## src/common/wb_pkg.sv

```systemverilog
`default_nettype none

package wb_pkg;

    // Data path widths
    localparam int XLEN = 32;

    typedef logic [XLEN-1:0] word_t;   // One data word
    typedef logic [4:0]      reg_addr_t; // GPR address
    typedef logic [5:0]      fu_t;     // One-hot functional unit
    typedef logic [4:0]      uop_t;    // Micro-op
    typedef logic [5:0]      cause_t;  // Trap cause

    // Functional unit bit positions
    localparam int P_FU_ALU = 0;
    localparam int P_FU_MUL = 1;
    localparam int P_FU_LSU = 2;
    localparam int P_FU_CFU = 3;
    localparam int P_FU_CSR = 4;
    localparam int P_FU_CRY = 5;

    // CSR micro-op bits
    localparam int CSR_READ  = 4;
    localparam int CSR_WRITE = 3;
    localparam int CSR_SET   = 2;
    localparam int CSR_CLEAR = 1;

    // LSU micro-op fields, size code in bits 2..1
    localparam int LSU_LOAD   = 3;
    localparam int LSU_STORE  = 4;
    localparam int LSU_SIGNED = 0;
    localparam logic [1:0] LSU_BYTE = 2'b01;
    localparam logic [1:0] LSU_HALF = 2'b10;
    localparam logic [1:0] LSU_WORD = 2'b11;

    // Control flow micro-ops
    localparam uop_t CFU_TAKEN  = 5'b01001;
    localparam uop_t CFU_JALI   = 5'b10010;
    localparam uop_t CFU_JALR   = 5'b10100;
    localparam uop_t CFU_EBREAK = 5'b00001;
    localparam uop_t CFU_ECALL  = 5'b00010;
    localparam uop_t CFU_MRET   = 5'b00100;

    // Exception codes as in mcause
    localparam cause_t TRAP_IOPCODE  = 6'd2;
    localparam cause_t TRAP_BREAKPT  = 6'd3;
    localparam cause_t TRAP_LDALIGN  = 6'd4;
    localparam cause_t TRAP_LDACCESS = 6'd5;
    localparam cause_t TRAP_STALIGN  = 6'd6;
    localparam cause_t TRAP_STACCESS = 6'd7;
    localparam cause_t TRAP_ECALLM   = 6'd11;

endpackage

`default_nettype wire

```

## src/common/wb_instr_if.sv

```systemverilog
`timescale 1ns/1ps
`default_nettype none

// Instruction held in the writeback stage
interface wb_instr_if import wb_pkg::*; ();

    reg_addr_t rd;     // Dest reg, or trap cause when trap set
    word_t     opr_a;  // Result or jump target
    word_t     opr_b;  // Mem address or CSR address
    uop_t      uop;
    fu_t       fu;
    logic      trap;   // Trap raised upstream
    logic [1:0] size;  // Length in half words
    logic      valid;

    // Data side of the stage
    modport sink (input rd, opr_a, opr_b, uop, fu, trap, size, valid);

    // Sequencing only needs the unit, op and length
    modport ctrl (input fu, uop, size, valid);

endinterface

`default_nettype wire

```

## src/writeback_ctrl/wb_sequencer.sv

```systemverilog
`timescale 1ns/1ps
`default_nettype none

module wb_sequencer import wb_pkg::*; (
    input  logic       g_clk,
    input  logic       g_resetn,
    wb_instr_if.ctrl   instr,
    input  logic       cf_req,       // Change wanted this cycle
    input  logic       cf_ack,
    input  logic       int_trap_req,
    input  logic       gpr_any,      // Instruction would write a GPR
    output logic       s4_busy,
    output logic       progress,
    output logic       cf_done,
    output logic       csr_en,
    output logic       gpr_wen,
    output logic       trap_int,
    output logic       exec_mret,
    output logic       trs_valid,
    output logic       hold_lsu_req
);

    logic csr_done;    // CSR access already issued
    logic gpr_done;    // GPR already written
    logic int_pending; // Interrupt seen while stalled
    logic cf_finish;   // Change acknowledged this cycle

    assign cf_finish = cf_req && cf_ack;

    // Stall only while an unfinished change waits for ack
    assign s4_busy   = cf_req && !cf_ack && !cf_done;
    assign progress  = instr.valid && !s4_busy;

    // One-shot enables ----------------------------------------
    assign csr_en    = instr.valid && instr.fu[P_FU_CSR] && !csr_done;
    assign gpr_wen   = instr.valid && gpr_any && !gpr_done;

    assign trap_int  = int_trap_req || int_pending;
    assign exec_mret = instr.fu[P_FU_CFU] && (instr.uop == CFU_MRET) && progress;

    // Retire on progress, or on a change with no instruction behind it
    assign trs_valid = |instr.size && (progress || (cf_finish && !cf_done));

    // No new memory requests until the trap decision settles
    assign hold_lsu_req = cf_req || trap_int;

    // Done flags ----------------------------------------
    always_ff @(posedge g_clk) begin
        if (!g_resetn) begin
            csr_done <= 1'b0;
            cf_done  <= 1'b0;
            gpr_done <= 1'b0;
        end else begin
            csr_done <= !progress && (csr_done || csr_en);
            cf_done  <= !progress && (cf_done || cf_finish); // Acked but still stalled
            if (progress)
                gpr_done <= 1'b0;
            else if (gpr_wen)
                gpr_done <= 1'b1;
        end
    end

    // Interrupt held until its change completes
    always_ff @(posedge g_clk) begin
        if (!g_resetn)
            int_pending <= 1'b0;
        else if (int_pending)
            int_pending <= !cf_finish;
        else
            int_pending <= int_trap_req && !progress;
    end

endmodule

`default_nettype wire

```

## src/writeback_ctrl/wb_pc_counter.sv

```systemverilog
`timescale 1ns/1ps
`default_nettype none

module wb_pc_counter import wb_pkg::*; #(
    parameter word_t PC_RESET_VALUE = 32'h8000_0000
) (
    input  logic       g_clk,
    input  logic       g_resetn,
    input  logic       progress,  // Instruction leaves the stage
    input  logic       cf_fire,   // Completed control flow change
    input  word_t      cf_target,
    input  logic [1:0] size,      // Half words
    output word_t      pc,
    output word_t      pc_next    // Sequential successor, also link value
);

    assign pc_next = pc + {{(XLEN-3){1'b0}}, size, 1'b0};

    // Redirect wins over sequential step
    always_ff @(posedge g_clk) begin
        if (!g_resetn)
            pc <= PC_RESET_VALUE;
        else if (cf_fire)
            pc <= cf_target;
        else if (progress)
            pc <= pc_next;
    end

endmodule

`default_nettype wire

```

## src/writeback_ctrl/wb_trap_unit.sv

```systemverilog
`timescale 1ns/1ps
`default_nettype none

module wb_trap_unit import wb_pkg::*; (
    wb_instr_if.sink  instr,
    input  word_t     pc,
    input  logic      trap_int,        // Interrupt being taken
    input  cause_t    int_trap_cause,
    input  logic      lsu_error,       // Data bus error on this load/store
    input  logic      csr_error,
    input  word_t     csr_mepc,
    input  word_t     csr_mtvec,
    input  logic      vector_intrs,
    output logic      cf_req,
    output word_t     cf_target,
    output logic      trap_cpu,
    output cause_t    trap_cause,
    output word_t     trap_mtval
);

    logic fu_cfu, fu_csr, fu_lsu;
    logic cfu_taken, cfu_ebreak, cfu_ecall, cfu_mret;
    logic csr_trap, cpu_trap, addr_align;
    word_t trap_target;

    assign fu_cfu = instr.valid && instr.fu[P_FU_CFU];
    assign fu_csr = instr.valid && instr.fu[P_FU_CSR];
    assign fu_lsu = instr.valid && instr.fu[P_FU_LSU];

    // Control flow decode ----------------------------------------
    assign cfu_taken  = fu_cfu && (instr.uop == CFU_TAKEN || instr.uop == CFU_JALI ||
                                   instr.uop == CFU_JALR);
    assign cfu_ebreak = fu_cfu && (instr.uop == CFU_EBREAK);
    assign cfu_ecall  = fu_cfu && (instr.uop == CFU_ECALL);
    assign cfu_mret   = fu_cfu && (instr.uop == CFU_MRET);
    assign csr_trap   = fu_csr && csr_error;  // Illegal CSR access

    // Any exception from the instruction itself
    assign cpu_trap = cfu_ebreak || cfu_ecall || csr_trap || lsu_error ||
                      (instr.valid && instr.trap);

    assign cf_req   = cfu_taken || cfu_mret || cpu_trap || trap_int;
    assign trap_cpu = !trap_int && cpu_trap;

    // Vectored mode adds 4 x cause for interrupts only
    assign trap_target = csr_mtvec + ((vector_intrs && trap_int) ?
                         {{(XLEN-8){1'b0}}, int_trap_cause, 2'b00} : '0);

    assign cf_target = (cpu_trap || trap_int) ? trap_target :
                       cfu_mret               ? csr_mepc    :
                       cfu_taken              ? instr.opr_a : '0;

    // Misaligned access reported upstream in rd
    assign addr_align = instr.trap && ({1'b0, instr.rd} == TRAP_LDALIGN ||
                                       {1'b0, instr.rd} == TRAP_STALIGN);

    assign trap_cause = lsu_error && fu_lsu && instr.uop[LSU_LOAD]  ? TRAP_LDACCESS :
                        lsu_error && fu_lsu && instr.uop[LSU_STORE] ? TRAP_STACCESS :
                        cfu_ebreak ? TRAP_BREAKPT   :
                        cfu_ecall  ? TRAP_ECALLM    :
                        csr_trap   ? TRAP_IOPCODE   :
                        trap_int   ? int_trap_cause :
                                     {1'b0, instr.rd};

    assign trap_mtval = cfu_ebreak               ? pc          :
                        (lsu_error || addr_align) ? instr.opr_b : '0;

endmodule

`default_nettype wire

```

## src/design/wb_load_unit.sv

```systemverilog
`timescale 1ns/1ps
`default_nettype none

module wb_load_unit import wb_pkg::*; (
    input  logic      g_clk,
    input  logic      g_resetn,
    wb_instr_if.sink  instr,
    input  logic      progress,
    input  logic      dmem_req,
    input  logic      dmem_gnt,
    input  logic      dmem_error,
    input  word_t     dmem_rdata,
    output word_t     load_data,
    output logic      lsu_error   // Bus error for the held load/store
);

    logic       dmem_rsp;  // Response cycle
    logic       err_q;
    logic       lsu_byte, lsu_half, lsu_word, lsu_signed;
    logic [1:0] addr_lo;
    logic [3:0] strb;      // Byte lanes from memory stage
    logic [7:0] b0, b1;
    logic [15:0] h1;

    always_ff @(posedge g_clk) begin
        if (!g_resetn)
            dmem_rsp <= 1'b0;
        else
            dmem_rsp <= dmem_req && dmem_gnt;
    end

    // Error held until the instruction leaves
    always_ff @(posedge g_clk) begin
        if (!g_resetn || progress)
            err_q <= 1'b0;
        else if (dmem_rsp && dmem_error)
            err_q <= 1'b1;
    end

    assign lsu_error = instr.valid && instr.fu[P_FU_LSU] && ((dmem_rsp && dmem_error) || err_q);

    // Alignment ----------------------------------------
    assign lsu_byte   = instr.uop[2:1] == LSU_BYTE;
    assign lsu_half   = instr.uop[2:1] == LSU_HALF;
    assign lsu_word   = instr.uop[2:1] == LSU_WORD;
    assign lsu_signed = instr.uop[LSU_SIGNED];
    assign addr_lo    = instr.opr_b[1:0];
    assign strb       = instr.opr_a[3:0];

    assign b0 = {8{strb[0]}}                      & dmem_rdata[7:0]   |
                {8{lsu_byte && addr_lo == 2'b01}} & dmem_rdata[15:8]  |
                {8{lsu_byte && addr_lo == 2'b10}} & dmem_rdata[23:16] |
                {8{lsu_half && addr_lo[1]}}       & dmem_rdata[23:16] |
                {8{lsu_byte && addr_lo == 2'b11}} & dmem_rdata[31:24];

    assign b1 = {8{lsu_byte && lsu_signed}}       & {8{b0[7]}}        |
                {8{lsu_half && !addr_lo[1]}}      & dmem_rdata[15:8]  |
                {8{lsu_half && addr_lo[1]}}       & dmem_rdata[31:24] |
                {8{lsu_word}}                     & dmem_rdata[15:8];

    assign h1 = {16{(lsu_byte || lsu_half) && lsu_signed}} & {16{b1[7]}} |
                {16{lsu_word}}                            & dmem_rdata[31:16];

    assign load_data = {h1, b1, b0};

endmodule

`default_nettype wire

```

## src/design/wb_result_mux.sv

```systemverilog
`timescale 1ns/1ps
`default_nettype none

module wb_result_mux import wb_pkg::*; (
    wb_instr_if.sink  instr,
    input  logic      trap_int,
    input  word_t     pc_next,    // Link value
    input  word_t     load_data,
    input  word_t     csr_rdata,
    input  logic      csr_error,
    input  logic      csr_en,     // First cycle of CSR access
    output logic      gpr_any,
    output reg_addr_t gpr_rd,
    output word_t     gpr_wdata,
    output logic      csr_wr,
    output logic      csr_wr_set,
    output logic      csr_wr_clr,
    output logic [11:0] csr_addr,
    output word_t     csr_wdata
);

    logic fu_csr, opa_wen, lsu_wen, csr_wen, link_wen;

    // CSR access ----------------------------------------
    assign fu_csr     = instr.fu[P_FU_CSR];
    assign csr_wr     = fu_csr && instr.uop[CSR_WRITE];
    assign csr_wr_set = fu_csr && instr.uop[CSR_SET];
    assign csr_wr_clr = fu_csr && instr.uop[CSR_CLEAR];
    assign csr_addr   = instr.opr_b[11:0];
    assign csr_wdata  = instr.opr_a;

    // Write sources ----------------------------------------
    assign opa_wen  = instr.fu[P_FU_ALU] || instr.fu[P_FU_MUL] || instr.fu[P_FU_CRY];
    assign lsu_wen  = instr.fu[P_FU_LSU] && instr.uop[LSU_LOAD];
    assign csr_wen  = fu_csr && instr.uop[CSR_READ] && csr_en && !csr_error;
    assign link_wen = instr.fu[P_FU_CFU] && (instr.uop == CFU_JALI || instr.uop == CFU_JALR);

    // Trapped instructions never write
    assign gpr_any = !instr.trap && !trap_int && (opa_wen || lsu_wen || csr_wen || link_wen);
    assign gpr_rd  = instr.rd;

    assign gpr_wdata = {XLEN{opa_wen}}  & instr.opr_a |
                       {XLEN{lsu_wen}}  & load_data   |
                       {XLEN{csr_wen}}  & csr_rdata   |
                       {XLEN{link_wen}} & pc_next;

endmodule

`default_nettype wire

```

## src/design/frv_writeback.sv

```systemverilog
`timescale 1ns/1ps
`default_nettype none

module frv_writeback import wb_pkg::*; #(
    parameter word_t PC_RESET_VALUE = 32'h8000_0000
) (
    input  logic        g_clk,
    input  logic        g_resetn,
    input  reg_addr_t   s4_rd,
    input  word_t       s4_opr_a,
    input  word_t       s4_opr_b,
    input  uop_t        s4_uop,
    input  fu_t         s4_fu,
    input  logic        s4_trap,
    input  logic [1:0]  s4_size,
    input  logic [31:0] s4_instr,
    input  logic        s4_valid,
    output logic        s4_busy,
    output logic        gpr_wen,
    output reg_addr_t   gpr_rd,
    output word_t       gpr_wdata,
    input  logic        int_trap_req,
    input  cause_t      int_trap_cause,
    output logic        trap_cpu,
    output logic        trap_int,
    output cause_t      trap_cause,
    output word_t       trap_mtval,
    output word_t       trap_pc,
    output logic        exec_mret,
    input  word_t       csr_mepc,
    input  word_t       csr_mtvec,
    input  logic        vector_intrs,
    output word_t       trs_pc,
    output logic [31:0] trs_instr,
    output logic        trs_valid,
    output logic        csr_en,
    output logic        csr_wr,
    output logic        csr_wr_set,
    output logic        csr_wr_clr,
    output logic [11:0] csr_addr,
    output word_t       csr_wdata,
    input  word_t       csr_rdata,
    input  logic        csr_error,
    output logic        cf_req,
    output word_t       cf_target,
    input  logic        cf_ack,
    output logic        hold_lsu_req,
    input  logic        dmem_req,
    input  logic        dmem_gnt,
    input  logic        dmem_error,
    input  word_t       dmem_rdata
);

    logic  progress, cf_done, cf_fire, gpr_any, lsu_error;
    word_t pc, pc_next, load_data;

    wb_instr_if instr_bus ();

    assign instr_bus.rd    = s4_rd;
    assign instr_bus.opr_a = s4_opr_a;
    assign instr_bus.opr_b = s4_opr_b;
    assign instr_bus.uop   = s4_uop;
    assign instr_bus.fu    = s4_fu;
    assign instr_bus.trap  = s4_trap;
    assign instr_bus.size  = s4_size;
    assign instr_bus.valid = s4_valid;

    // Redirect once per change
    assign cf_fire   = cf_req && cf_ack && !cf_done;
    assign trap_pc   = pc;
    assign trs_pc    = pc;
    assign trs_instr = s4_instr;

    wb_sequencer u_seq (
        .g_clk, .g_resetn, .instr(instr_bus.ctrl), .cf_req, .cf_ack, .int_trap_req,
        .gpr_any, .s4_busy, .progress, .cf_done, .csr_en, .gpr_wen, .trap_int,
        .exec_mret, .trs_valid, .hold_lsu_req
    );

    wb_pc_counter #(.PC_RESET_VALUE(PC_RESET_VALUE)) u_pc (
        .g_clk, .g_resetn, .progress, .cf_fire, .cf_target, .size(s4_size),
        .pc, .pc_next
    );

    wb_trap_unit u_trap (
        .instr(instr_bus.sink), .pc, .trap_int, .int_trap_cause, .lsu_error,
        .csr_error, .csr_mepc, .csr_mtvec, .vector_intrs, .cf_req, .cf_target,
        .trap_cpu, .trap_cause, .trap_mtval
    );

    wb_load_unit u_load (
        .g_clk, .g_resetn, .instr(instr_bus.sink), .progress, .dmem_req, .dmem_gnt,
        .dmem_error, .dmem_rdata, .load_data, .lsu_error
    );

    wb_result_mux u_mux (
        .instr(instr_bus.sink), .trap_int, .pc_next, .load_data, .csr_rdata,
        .csr_error, .csr_en, .gpr_any, .gpr_rd, .gpr_wdata, .csr_wr, .csr_wr_set,
        .csr_wr_clr, .csr_addr, .csr_wdata
    );

endmodule

`default_nettype wire

```

## config.mk

```make
export PLATFORM = sky130hd
export DESIGN_NAME = frv_writeback
export DESIGN_NICKNAME = d
export VERILOG_FILES = /design/src/common/wb_pkg.sv /design/src/common/wb_instr_if.sv /design/src/writeback_ctrl/wb_sequencer.sv /design/src/writeback_ctrl/wb_pc_counter.sv /design/src/writeback_ctrl/wb_trap_unit.sv /design/src/design/wb_load_unit.sv /design/src/design/wb_result_mux.sv /design/src/design/frv_writeback.sv
export SDC_FILE = /design/constraint.sdc
export NUM_CORES = 1
export LEC_CHECK = 0
export BUFFER_PORTS_ARGS = -buffer_cell sky130_fd_sc_hd__buf_2
export CORE_AREA = 5 5 196 198
export DETAILED_ROUTE_END_ITERATION = 7
export DIE_AREA = 0 0 201 203
export GPL_TIMING_DRIVEN = 0
export PLACE_DENSITY = 0.43
export SLEW_MARGIN = 20
export SYNTH_ARGS = -nofsm -noshare
export SYNTH_HDL_FRONTEND = slang
export SYNTH_SLANG_ARGS = --single-unit
```

## constraint.sdc

```tcl
create_clock -name g_clk -period 3.84 [get_ports g_clk]
set_clock_uncertainty 0.05 [all_clocks]
set_input_delay 0.576 -clock g_clk [delete_from_list [all_inputs] [get_ports g_clk]]
set_output_delay 0.576 -clock g_clk [all_outputs]
set_load 0.02 [all_outputs]
```

Word level (Yosys, flattened, before mapping)

Cells that the tools add are included.

Bitwise gates (word level): 27
Add/subtract/negate cells: 2
Multiplexer cells: 15
Equal/unequal tests: 14
Reduce and logical (&&, ||, !) cells: 90

Operators with widths:

| operator                                                               | count |
|---|---|
| 32-bit two-way mux                                                     | 7 |
| 32-bit bitwise AND                                                     | 4 |
| 32-bit OR                                                              | 3 |
| 8-bit bitwise AND                                                      | 9 |
| 8-bit OR                                                               | 7 |
| 1-bit logical AND                                                      | 49 |
| 6-bit two-way mux                                                      | 6 |
| 32-bit by 3-bit adder with 32-bit output                               | 1 |
| 32-bit adder                                                           | 1 |
| 16-bit bitwise AND                                                     | 2 |
| 1-bit logical OR                                                       | 26 |
| 16-bit OR                                                              | 1 |
| 5-bit by 3-bit equality test with 1-bit output (second input constant) | 3 |
| 1-bit zero test                                                        | 12 |
| 5-bit equality test (second input constant)                            | 2 |
| 2-bit equality test (second input constant)                            | 4 |
| 8-bit two-way mux                                                      | 1 |
| 5-bit by 1-bit equality test with 1-bit output (second input constant) | 1 |
| 5-bit by 2-bit equality test with 1-bit output (second input constant) | 1 |
| 5-bit by 4-bit equality test with 1-bit output (second input constant) | 1 |
| 2-bit by 1-bit equality test with 1-bit output (second input constant) | 2 |
| 2-bit OR reduction                                                     | 2 |
| 2-bit nonzero test                                                     | 1 |
| 1-bit two-way mux                                                      | 1 |
| 1-bit NOT                                                              | 1 |

Output and inout bits: 259
Bits of input ports: 259
Register bits: 38
Logic and storage cells: 155

Depth between registers and ports, before layout

Gate-level depths: netlist of the first run.

Depth in word-level cells: 17
Mapped depth: 12
Gate-level depth less buffers: 10

Hierarchy

Synthesis of the first run repeated with hierarchy kept, for this count alone.

Cell total of the unflattened synthesis: 1105
Area total of the unflattened synthesis: 7480.9 um^2

By module, submodules not included:

| module        | times used | seq. area each (um^2) | cells an instance | area an instance (um^2) |
|---|---|---|---|---|
| wb_pc_counter | 1          | 640.6                 | 302               | 2404.8 |
| wb_trap_unit  | 1          | 0.0                   | 345               | 2085.8 |
| wb_result_mux | 1          | 0.0                   | 174               | 1166.1 |
| wb_load_unit  | 1          | 40.0                  | 189               | 1089.8 |
| frv_writeback | 1          | 0.0                   | 65                | 489.2 |
| wb_sequencer  | 1          | 80.1                  | 30                | 245.2 |

Worst setup path after synthesis of the first run

Ideal clock, no wire load.

Path type: input to output
From: in int_trap_req
To: out cf_target[28]
Arrival time: 3489 ps
Stages on the path: 11
Required time: 3214 ps
Buffers on the path: 2
Slack: -275 ps
Cells stage by stage: or2_2 -> clkbuf_1 -> buf_1 -> and3_1 -> ha_1 -> fa_1 -> a21oi_1 -> o21ai_1 -> nand2_1 -> or4_1 -> a31oi_1

Word-level cells in the longest chain between the ends: 5

Ends and longest elaborated chain:

| what                 | RTL line            | RTL |
|---|---|---|
| from (decl)          | frv_writeback.sv:22 | `input logic int_trap_req,` |
| 1-bit logical OR *   | wb_sequencer.sv:38  | `assign trap_int = int_trap_req \|\| int_pending;` |
| via trap_int         | frv_writeback.sv:25 | `output logic trap_int,` |
| 1-bit logical AND    | wb_trap_unit.sv:46  | `assign trap_target = csr_mtvec + ((vector_intrs && trap_int) ?` |
| 8-bit two-way mux    | wb_trap_unit.sv:46  |  |
| 32-bit adder         | wb_trap_unit.sv:46  |  |
| 32-bit two-way mux * | wb_trap_unit.sv:49  | `assign cf_target = (cpu_trap \|\| trap_int) ? trap_target :` |
| to (decl)            | frv_writeback.sv:45 | `output word_t cf_target,` |

Mark *: on every way through the listed nets, which the timed path passes. The rest lies on a longest branch.

Worst setup path after layout of the first run

From: in s4_valid
To: out cf_target[1]

Word-level cells in the longest chain between the ends: 8

Ends and longest elaborated chain:

| what                                        | RTL line                               | RTL |
|---|---|---|
| from (decl)                                 | frv_writeback.sv:17                    | `input logic s4_valid,` |
| 1-bit logical AND                           | wb_trap_unit.sv:26                     | `assign fu_cfu = instr.valid && instr.fu[P_FU_CFU];` |
| 1-bit logical AND, on equally long branches | wb_trap_unit.sv:33, wb_trap_unit.sv:34 |  |
| 1-bit logical OR (4 in series)              | wb_trap_unit.sv:39                     | `assign cpu_trap = cfu_ebreak \|\| cfu_ecall \|\| csr_trap \|\| lsu_error \|\|` |
| 1-bit logical OR                            | wb_trap_unit.sv:49                     |  |
| 32-bit two-way mux *                        | wb_trap_unit.sv:49                     |  |

Every way passes the cells marked *; elsewhere a longest branch is shown, timed or not.

==> impl_metrics.py, run 1 <==
metrics = {
    "run_status": {
        "status": "complete, no violations",
    },
    "logic_synthesis": {
        "yosysWarnings": 0,
        "ys_ff_latch": 38,
        "syn_area_um2": 7090,
        "synth_top_family_by_area": "compound AO/OA/AOI/OAI gates",
        "synth_seq_area_share": 0.107,
        "synthMuxAreaShare": 0.0224,
        "async_flop_share": 0,
        "synth_nets": 1271,
        "synth_cell_types": 79,
        "synthFlopType": "dfxtp_1",
        "synth-compound-area-share": 0.347,
        "syn_inst": 999,
        "synth_edf_count": 0,
        "syn_avg_cell_area_um2": 7.10,
        "yosys.area_share.simple": 0.265,
        "synthXorXnorAreaFrac": 0.0494,
        "synthAdderAreaFrac": 0.0251,
    },
    "timing": {
        "period_share": 0.978,
        "worst_pin_slew_ps": 764,
        "drv_slew": 0,
        "max_freq_ghz": 0.266,
        "final-hold-violation-count": 0,
        "setup_viol": 0,
        "finalSetupTns_ps": 0,
        "period_minus_slack_ps": 3750,
        "rsz0062_at_grt": "false",
        "slew_headroom": 0.491,
        "fin_hold_ws_ps": 455,
    },
    "run": {
        "cap_violations": 0,
    },
    "global_route": {
        "met1_usage": 0.332,
        "use_met2": 0.427,
        "use_met3": 0.0535,
        "overflow": 0,
        "grt_max_degree": 17,
        "grt_pass1_vias": 10514,
        "grt-busiest-layer": "met2",
        "antenna_found_initial": 10,
        "grt_usage": 0.255,
        "grt_first_pass_wirelength_um": 77300,
    },
    "pwr": {
        "peakVddDrop_mv": 0.154,
        "p_leak_uw": 0.00490,
        "finalPower_uw": 2470,
        "p_per_area_nw_per_um2": 235,
    },
    "worst_setup_path": {
        "crit_chain": "buf_2, buf_4, nand4bb_1, o31ai_2, or2_1, buf_4, buf_2, a221oi_1, nor2_2, buf_2",
        "cpMostUsedCell": "buf_2",
        "r2r_slack_ps": 740,
        "path_delay_family": "buffers and inverters",
        "cpPeakStageDelay_ps": 580,
        "slowest_stage": "o31ai_2",
        "critical_path_class": "primary input to primary output",
        "worstPathRequired_ps": 3210,
        "cp.buffers_inverters": 5,
        "worst_r2r_path_depth": 10,
        "path_depth": 10,
        "critPathLaunchType": "primary input",
        "regToRegEndpoint": "u_pc.pc[20]",
        "crit_arrival_ps": 3130,
        "worstSetupEndpointType": "primary output",
        "cp-startpoint": "s4_valid",
        "r2r_start": "u_seq.int_pending",
        "critPathCapture": "cf_target[1]",
        "cp_max_fo": 10,
    },
    "die": {
        "num_io_pins": 518,
        "dieArea_um2": 40800,
        "die_h_um": 203,
        "die_w_um": 201,
        "fp-row-count": 70,
        "core_um2": 36300,
        "initial_utilization": 0.195,
    },
    "drt": {
        "drtPass1Iterations": 6,
        "drtAntennaViolNets": 0,
        "drc": 0,
        "first_iter_violations": 1075,
        "wl_um": 55500,
        "wl_per_cell_um": 28.2,
        "viasPerCell": 5.34,
        "via_count": 10510,
    },
    "cells_and_area": {
        "fillers": 4081,
        "register_area_um2": 762,
        "final_core_util": 0.289,
        "area.growth.synth_to_final_pct": 48.3,
        "multi_input_area_um2": 5210,
        "instances_no_fill": 1968,
        "final_nets": 1767,
        "drive_gt1_frac": 0.474,
    },
    "clock_network": {
        "cts_root_buf": "clkbuf_16",
        "cts_tree": "done",
        "htree_levels": 2,
        "clk_path_buf_depth": 2,
        "hold_buffers": 0,
        "numCtsBuffers": 5,
        "cts_sinks": 38,
        "clk_latency_ps": 300,
        "path_clk_slew_ps": 60,
    },
    "place": {
        "dp_hpwl_um": 47300,
        "io_buffers": 483,
        "place_inst": 1951,
        "gp_congestion": 0.942,
    },
    "hold_path": {
        "holdCritPathClass": "primary input to register",
    },
}
## repair_timing
action | CTS | global route
pin swaps | 9 | 3
setup buffers | 9 | 0
endpoints found under the setup margin | 40 | 48
resized for setup | 29 | 10
## layout make-up
cell class,count,area share
antenna,5,0.00119
buffer,195,0.116
clock buffer,5,0.0119
clock inverter,2,0.000952
inverter,21,0.00750
multi-input combinational,741,0.496
sequential,38,0.0725
tap,468,0.0557
timing repair buffer,493,0.239
## flip-flops by register name (all words and copies together) (netlist names)
name,count
u_load.err_q,1
u_seq.csr_done,1
u_pc.pc,32
u_seq.int_pending,1
u_seq.gpr_done,1
u_load.dmem_rsp,1
u_seq.cf_done,1
## cell usage after synthesis (12+ instances only)
master	n	share of area
a211oi_1	13	0.014
a21o_1	13	0.014
a21oi_1	20	0.014
a221oi_1	23	0.028
a222oi_1	36	0.051
and3_1	21	0.019
buf_2	31	0.022
buf_4	117	0.12
clkbuf_1	45	0.024
dfxtp_1	38	0.11
inv_1	20	0.011
nand2_1	120	0.064
nand3_1	28	0.020
nand4_1	28	0.025
nor2_1	36	0.019
nor3_1	18	0.013
nor4_1	18	0.016
o211ai_1	29	0.031
o21ai_0	72	0.051
o31a_1	12	0.015
or3_1	12	0.011
or4_1	13	0.014
xnor2_1	24	0.030
xor2_1	16	0.020
## per-layer routing
layer,vias up,part of all wire
met5,-,0.0011
met4,10,0.030
met3,78,0.085
met2,588,0.47
met1,5084,0.41
li1,4750,-
## through the flow
stage               instance area [um2]  worst slack, ps
floorplan                          7100            -31.1
global placement                  10100             -920
detailed placement                10100             -945
CTS                               10500             2.92
global route                      10500             2.48
finish                            10500             85.8
## report_power, final
part	total, uW	leakage, uW	switching (uW)	internal [uW]
Combinational	1530	0.00452	971	559
Sequential	514	0.000313	83.5	430
Clock	428	0.0000695	192	236
## placed cells by master, fill, tap and decap left out, types with 24 or more instances in the layout
cell type / instances
xnor2_1: 24
dfxtp_1: 37
o211ai_1: 29
buf_4: 127
nand4_1: 28
a222oi_1: 36
buf_2: 511
clkbuf_1: 42
nor2_1: 33
nand3_1: 28
nand2_1: 119
o21ai_0: 71
## worst reg2reg max path: stages, from the launching register on
cell      delay, ps
dfxtp_1         340
or2_4           340
and3_1          210
ha_2            200
fa_2            440
a21oi_4         200
o21a_1          190
nor2_1          130
a211o_1         350
a31oi_1         330
a311oi_1        160
## cells by family after synthesis
family | after synthesis
AOI/OAI and AO/OA | 324
xor gates and xnor gates | 40
adders and majority gates | 13
buffers and inverters | 220
DFF | 38
muxes | 15
and+or+nand+nor | 349
## worst min-delay path by stage
stage	from	to	slack, ps	depth (start not counted)
2_1_floorplan	u_seq.gpr_done	u_seq.gpr_done	410	1
3_3_place_gp	u_seq.gpr_done	u_seq.gpr_done	420	1
3_5_place_dp	u_seq.gpr_done	u_seq.gpr_done	440	1
4_1_cts	dmem_gnt	u_load.dmem_rsp	450	2
5_1_grt	dmem_gnt	u_load.dmem_rsp	460	2
6_report	dmem_gnt	u_load.dmem_rsp	450	2
No activity file was read; power rests on OpenSTA's default activity.
==> run 2, diff against run 1 <==
--- a/config.mk
+++ b/config.mk
@@ -10,6 +10,7 @@
 export DETAILED_ROUTE_END_ITERATION = 7
 export DIE_AREA = 0 0 201 203
 export GPL_TIMING_DRIVEN = 0
+export MAX_ROUTING_LAYER = met4
 export PLACE_DENSITY = 0.43
 export SLEW_MARGIN = 20
 export SYNTH_ARGS = -nofsm -noshare
==> run 2 against run 1 <==
  * Highest routed layer is now met4
  * Die area unchanged
  * Maximum frequency down 1.0%
  * Largest power group unchanged
  * Final area up 1.6%
==> impl_metrics.py, run 2 (synthesis gave the netlist of run 1 again) <==
metrics = {
    "cells_and_area": {
        "largest_register_ffs": 32,
        "final_nets": 1773,
        "final_common_cell": "buf_2",
        "fin_area_um2": 10700,
        "final_cell_mix": "buf_2, buf_4, nand2_1",
        "area.growth.synth_to_final_pct": 50.6,
        "fillers": 4090,
        "top_register": "u_pc.pc",
        "drive_gt1_frac": 0.481,
    },
    "clock_network": {
        "cts_sinks": 38,
        "htree_levels": 2,
        "cts_tree": "done",
        "hold_buffers": 0,
        "cts_root_buf": "clkbuf_16",
        "clk_path_buf_depth": 2,
        "numCtsBuffers": 5,
        "clk_latency_ps": 300,
        "path_clk_slew_ps": 70,
    },
    "timing": {
        "worst_pin_slew_ps": 935,
        "max_freq_ghz": 0.264,
        "fin_hold_ws_ps": 447,
        "setup_viol": 0,
        "period_share": 0.988,
        "period_minus_slack_ps": 3790,
        "drv_slew": 0,
        "slew_headroom": 0.375,
        "rsz0062_at_grt": "false",
        "final-hold-violation-count": 0,
    },
    "place": {
        "dp_hpwl_um": 47200,
        "placed_cell_area_um2": 10100,
        "gp_congestion": 0.944,
        "io_buffers": 483,
    },
    "pwr": {
        "clkPwrFrac": 0.226,
        "p_int_uw": 1390,
        "comb_power_share": 0.581,
        "peakVddDrop_mv": 0.148,
        "sequentialPowerShare": 0.193,
        "p_leak_uw": 0.00496,
        "swShare": 0.479,
        "power.switching_uw": 1280,
        "p_per_area_nw_per_um2": 250,
    },
    "worst_setup_path": {
        "cp_max_fo": 10,
        "crit_arrival_ps": 3170,
        "worstSetupEndpointType": "primary output",
        "r2r_slack_ps": 760,
        "critPathLaunchType": "primary input",
        "worst_r2r_path_depth": 11,
        "worstPathRequired_ps": 3210,
        "critical_path_class": "primary input to primary output",
    },
    "global_route": {
        "grt_first_pass_wirelength_um": 77400,
        "antenna_found_initial": 11,
        "grt_max_degree": 17,
        "grt_usage": 0.264,
        "grt_pass1_vias": 10228,
        "overflow": 0,
    },
    "die": {
        "fp-row-count": 70,
        "dieArea_um2": 40800,
        "initial_utilization": 0.195,
        "core_um2": 36300,
        "die_w_um": 201,
        "num_io_pins": 518,
        "die_h_um": 203,
    },
    "drt": {
        "drtAntennaViolNets": 0,
        "drtPass1Iterations": 7,
        "drc": 0,
        "viasPerCell": 5.31,
        "via_count": 10524,
        "wl_per_cell_um": 28.1,
        "wl_um": 55800,
        "first_iter_violations": 953,
    },
    "hold_path": {
        "hold_path_depth": 2,
        "holdCritPathClass": "primary input to register",
    },
    "run_status": {
        "status": "complete, no violations",
    },
    "run": {
        "cap_violations": 0,
    },
}
run 2: changes by cell type in the layout (fill, tap and decap cells not counted), sizes merged:
| cell | before | now |
|---|---|---|
| buf | 640 | 648 |
| bufinv | 0 | 2 |
| clkbuf | 53 | 52 |
| clkinv | 2 | 0 |
| diode | 5 | 12 |
run 2: metal layers:
metal	vias up	GRT usage	share of wire
met1	5122	0.336	0.42
met4	0	0.0696	0.030
met2	559	0.430	0.47
met3	67	0.0505	0.078
li1	4776	-	-
met5	-	-	0
run 2: what timing repair did:
item	4_1_cts	5_1_grt
pin swaps	9	9
setup endpoints to repair	39	51
gates resized for setup	29	24
buffers inserted	10	6
run 2: final timing paths:
path,start,to
setup / recovery,s4_uop[1],cf_target[2]
hold / removal,dmem_gnt,u_load.dmem_rsp
setup reg to reg,u_seq.int_pending,u_pc.pc[12]
hold reg to reg,u_seq.gpr_done,u_seq.gpr_done
run 2: layout make-up:
| class | instances | area [um2] | area share |
|---|---|---|---|
| Antenna cell | 12 | 30.0 | 0.00281 |
| Buffer | 195 | 1220 | 0.114 |
| Timing Repair Buffer | 499 | 2550 | 0.239 |
| Sequential cell | 38 | 762 | 0.0714 |
| Inverter | 21 | 78.8 | 0.00738 |
| Clock inverter | 2 | 60.1 | 0.00563 |
| Clock buffer | 6 | 139 | 0.0130 |
| Tap cell | 468 | 586 | 0.0549 |
| Multi-Input combinational cell | 741 | 5250 | 0.492 |
run 2: per-stage QoR:
stage	cells	util	total power, uW	setup WS, ps	setup TNS, ps
6_report	1982	0.294	2670	46.1	0
4_1_cts	1966	0.289	2640	18.0	0
5_1_grt	1980	0.294	2770	27.4	0
3_5_place_dp	1950	0.278	2000	-939	-16530
2_1_floorplan	999	-	1300	-31.1	-31.1
3_3_place_gp	1950	0.278	2010	-932	-21880
run 2: worst max-delay path, cell delays in order:
cell and delay, ps:
buf_2 100, buf_2 240, nand3b_1 110, nor4_1 360
clkbuf_2 330, or2_1 130, buf_2 160, buf_2 310
a221oi_1 160, nor2_1 400, buf_2 270
run 2: power by group through the flow:
stage	Sequential (uW)	Clock, uW	Combinational [uW]
after floorplan	521	0	784
after CTS	513	602	1520
after global routing	519	615	1640
after detailed placement	521	0	1480
after global placement	522	0	1490
final	514	604	1550
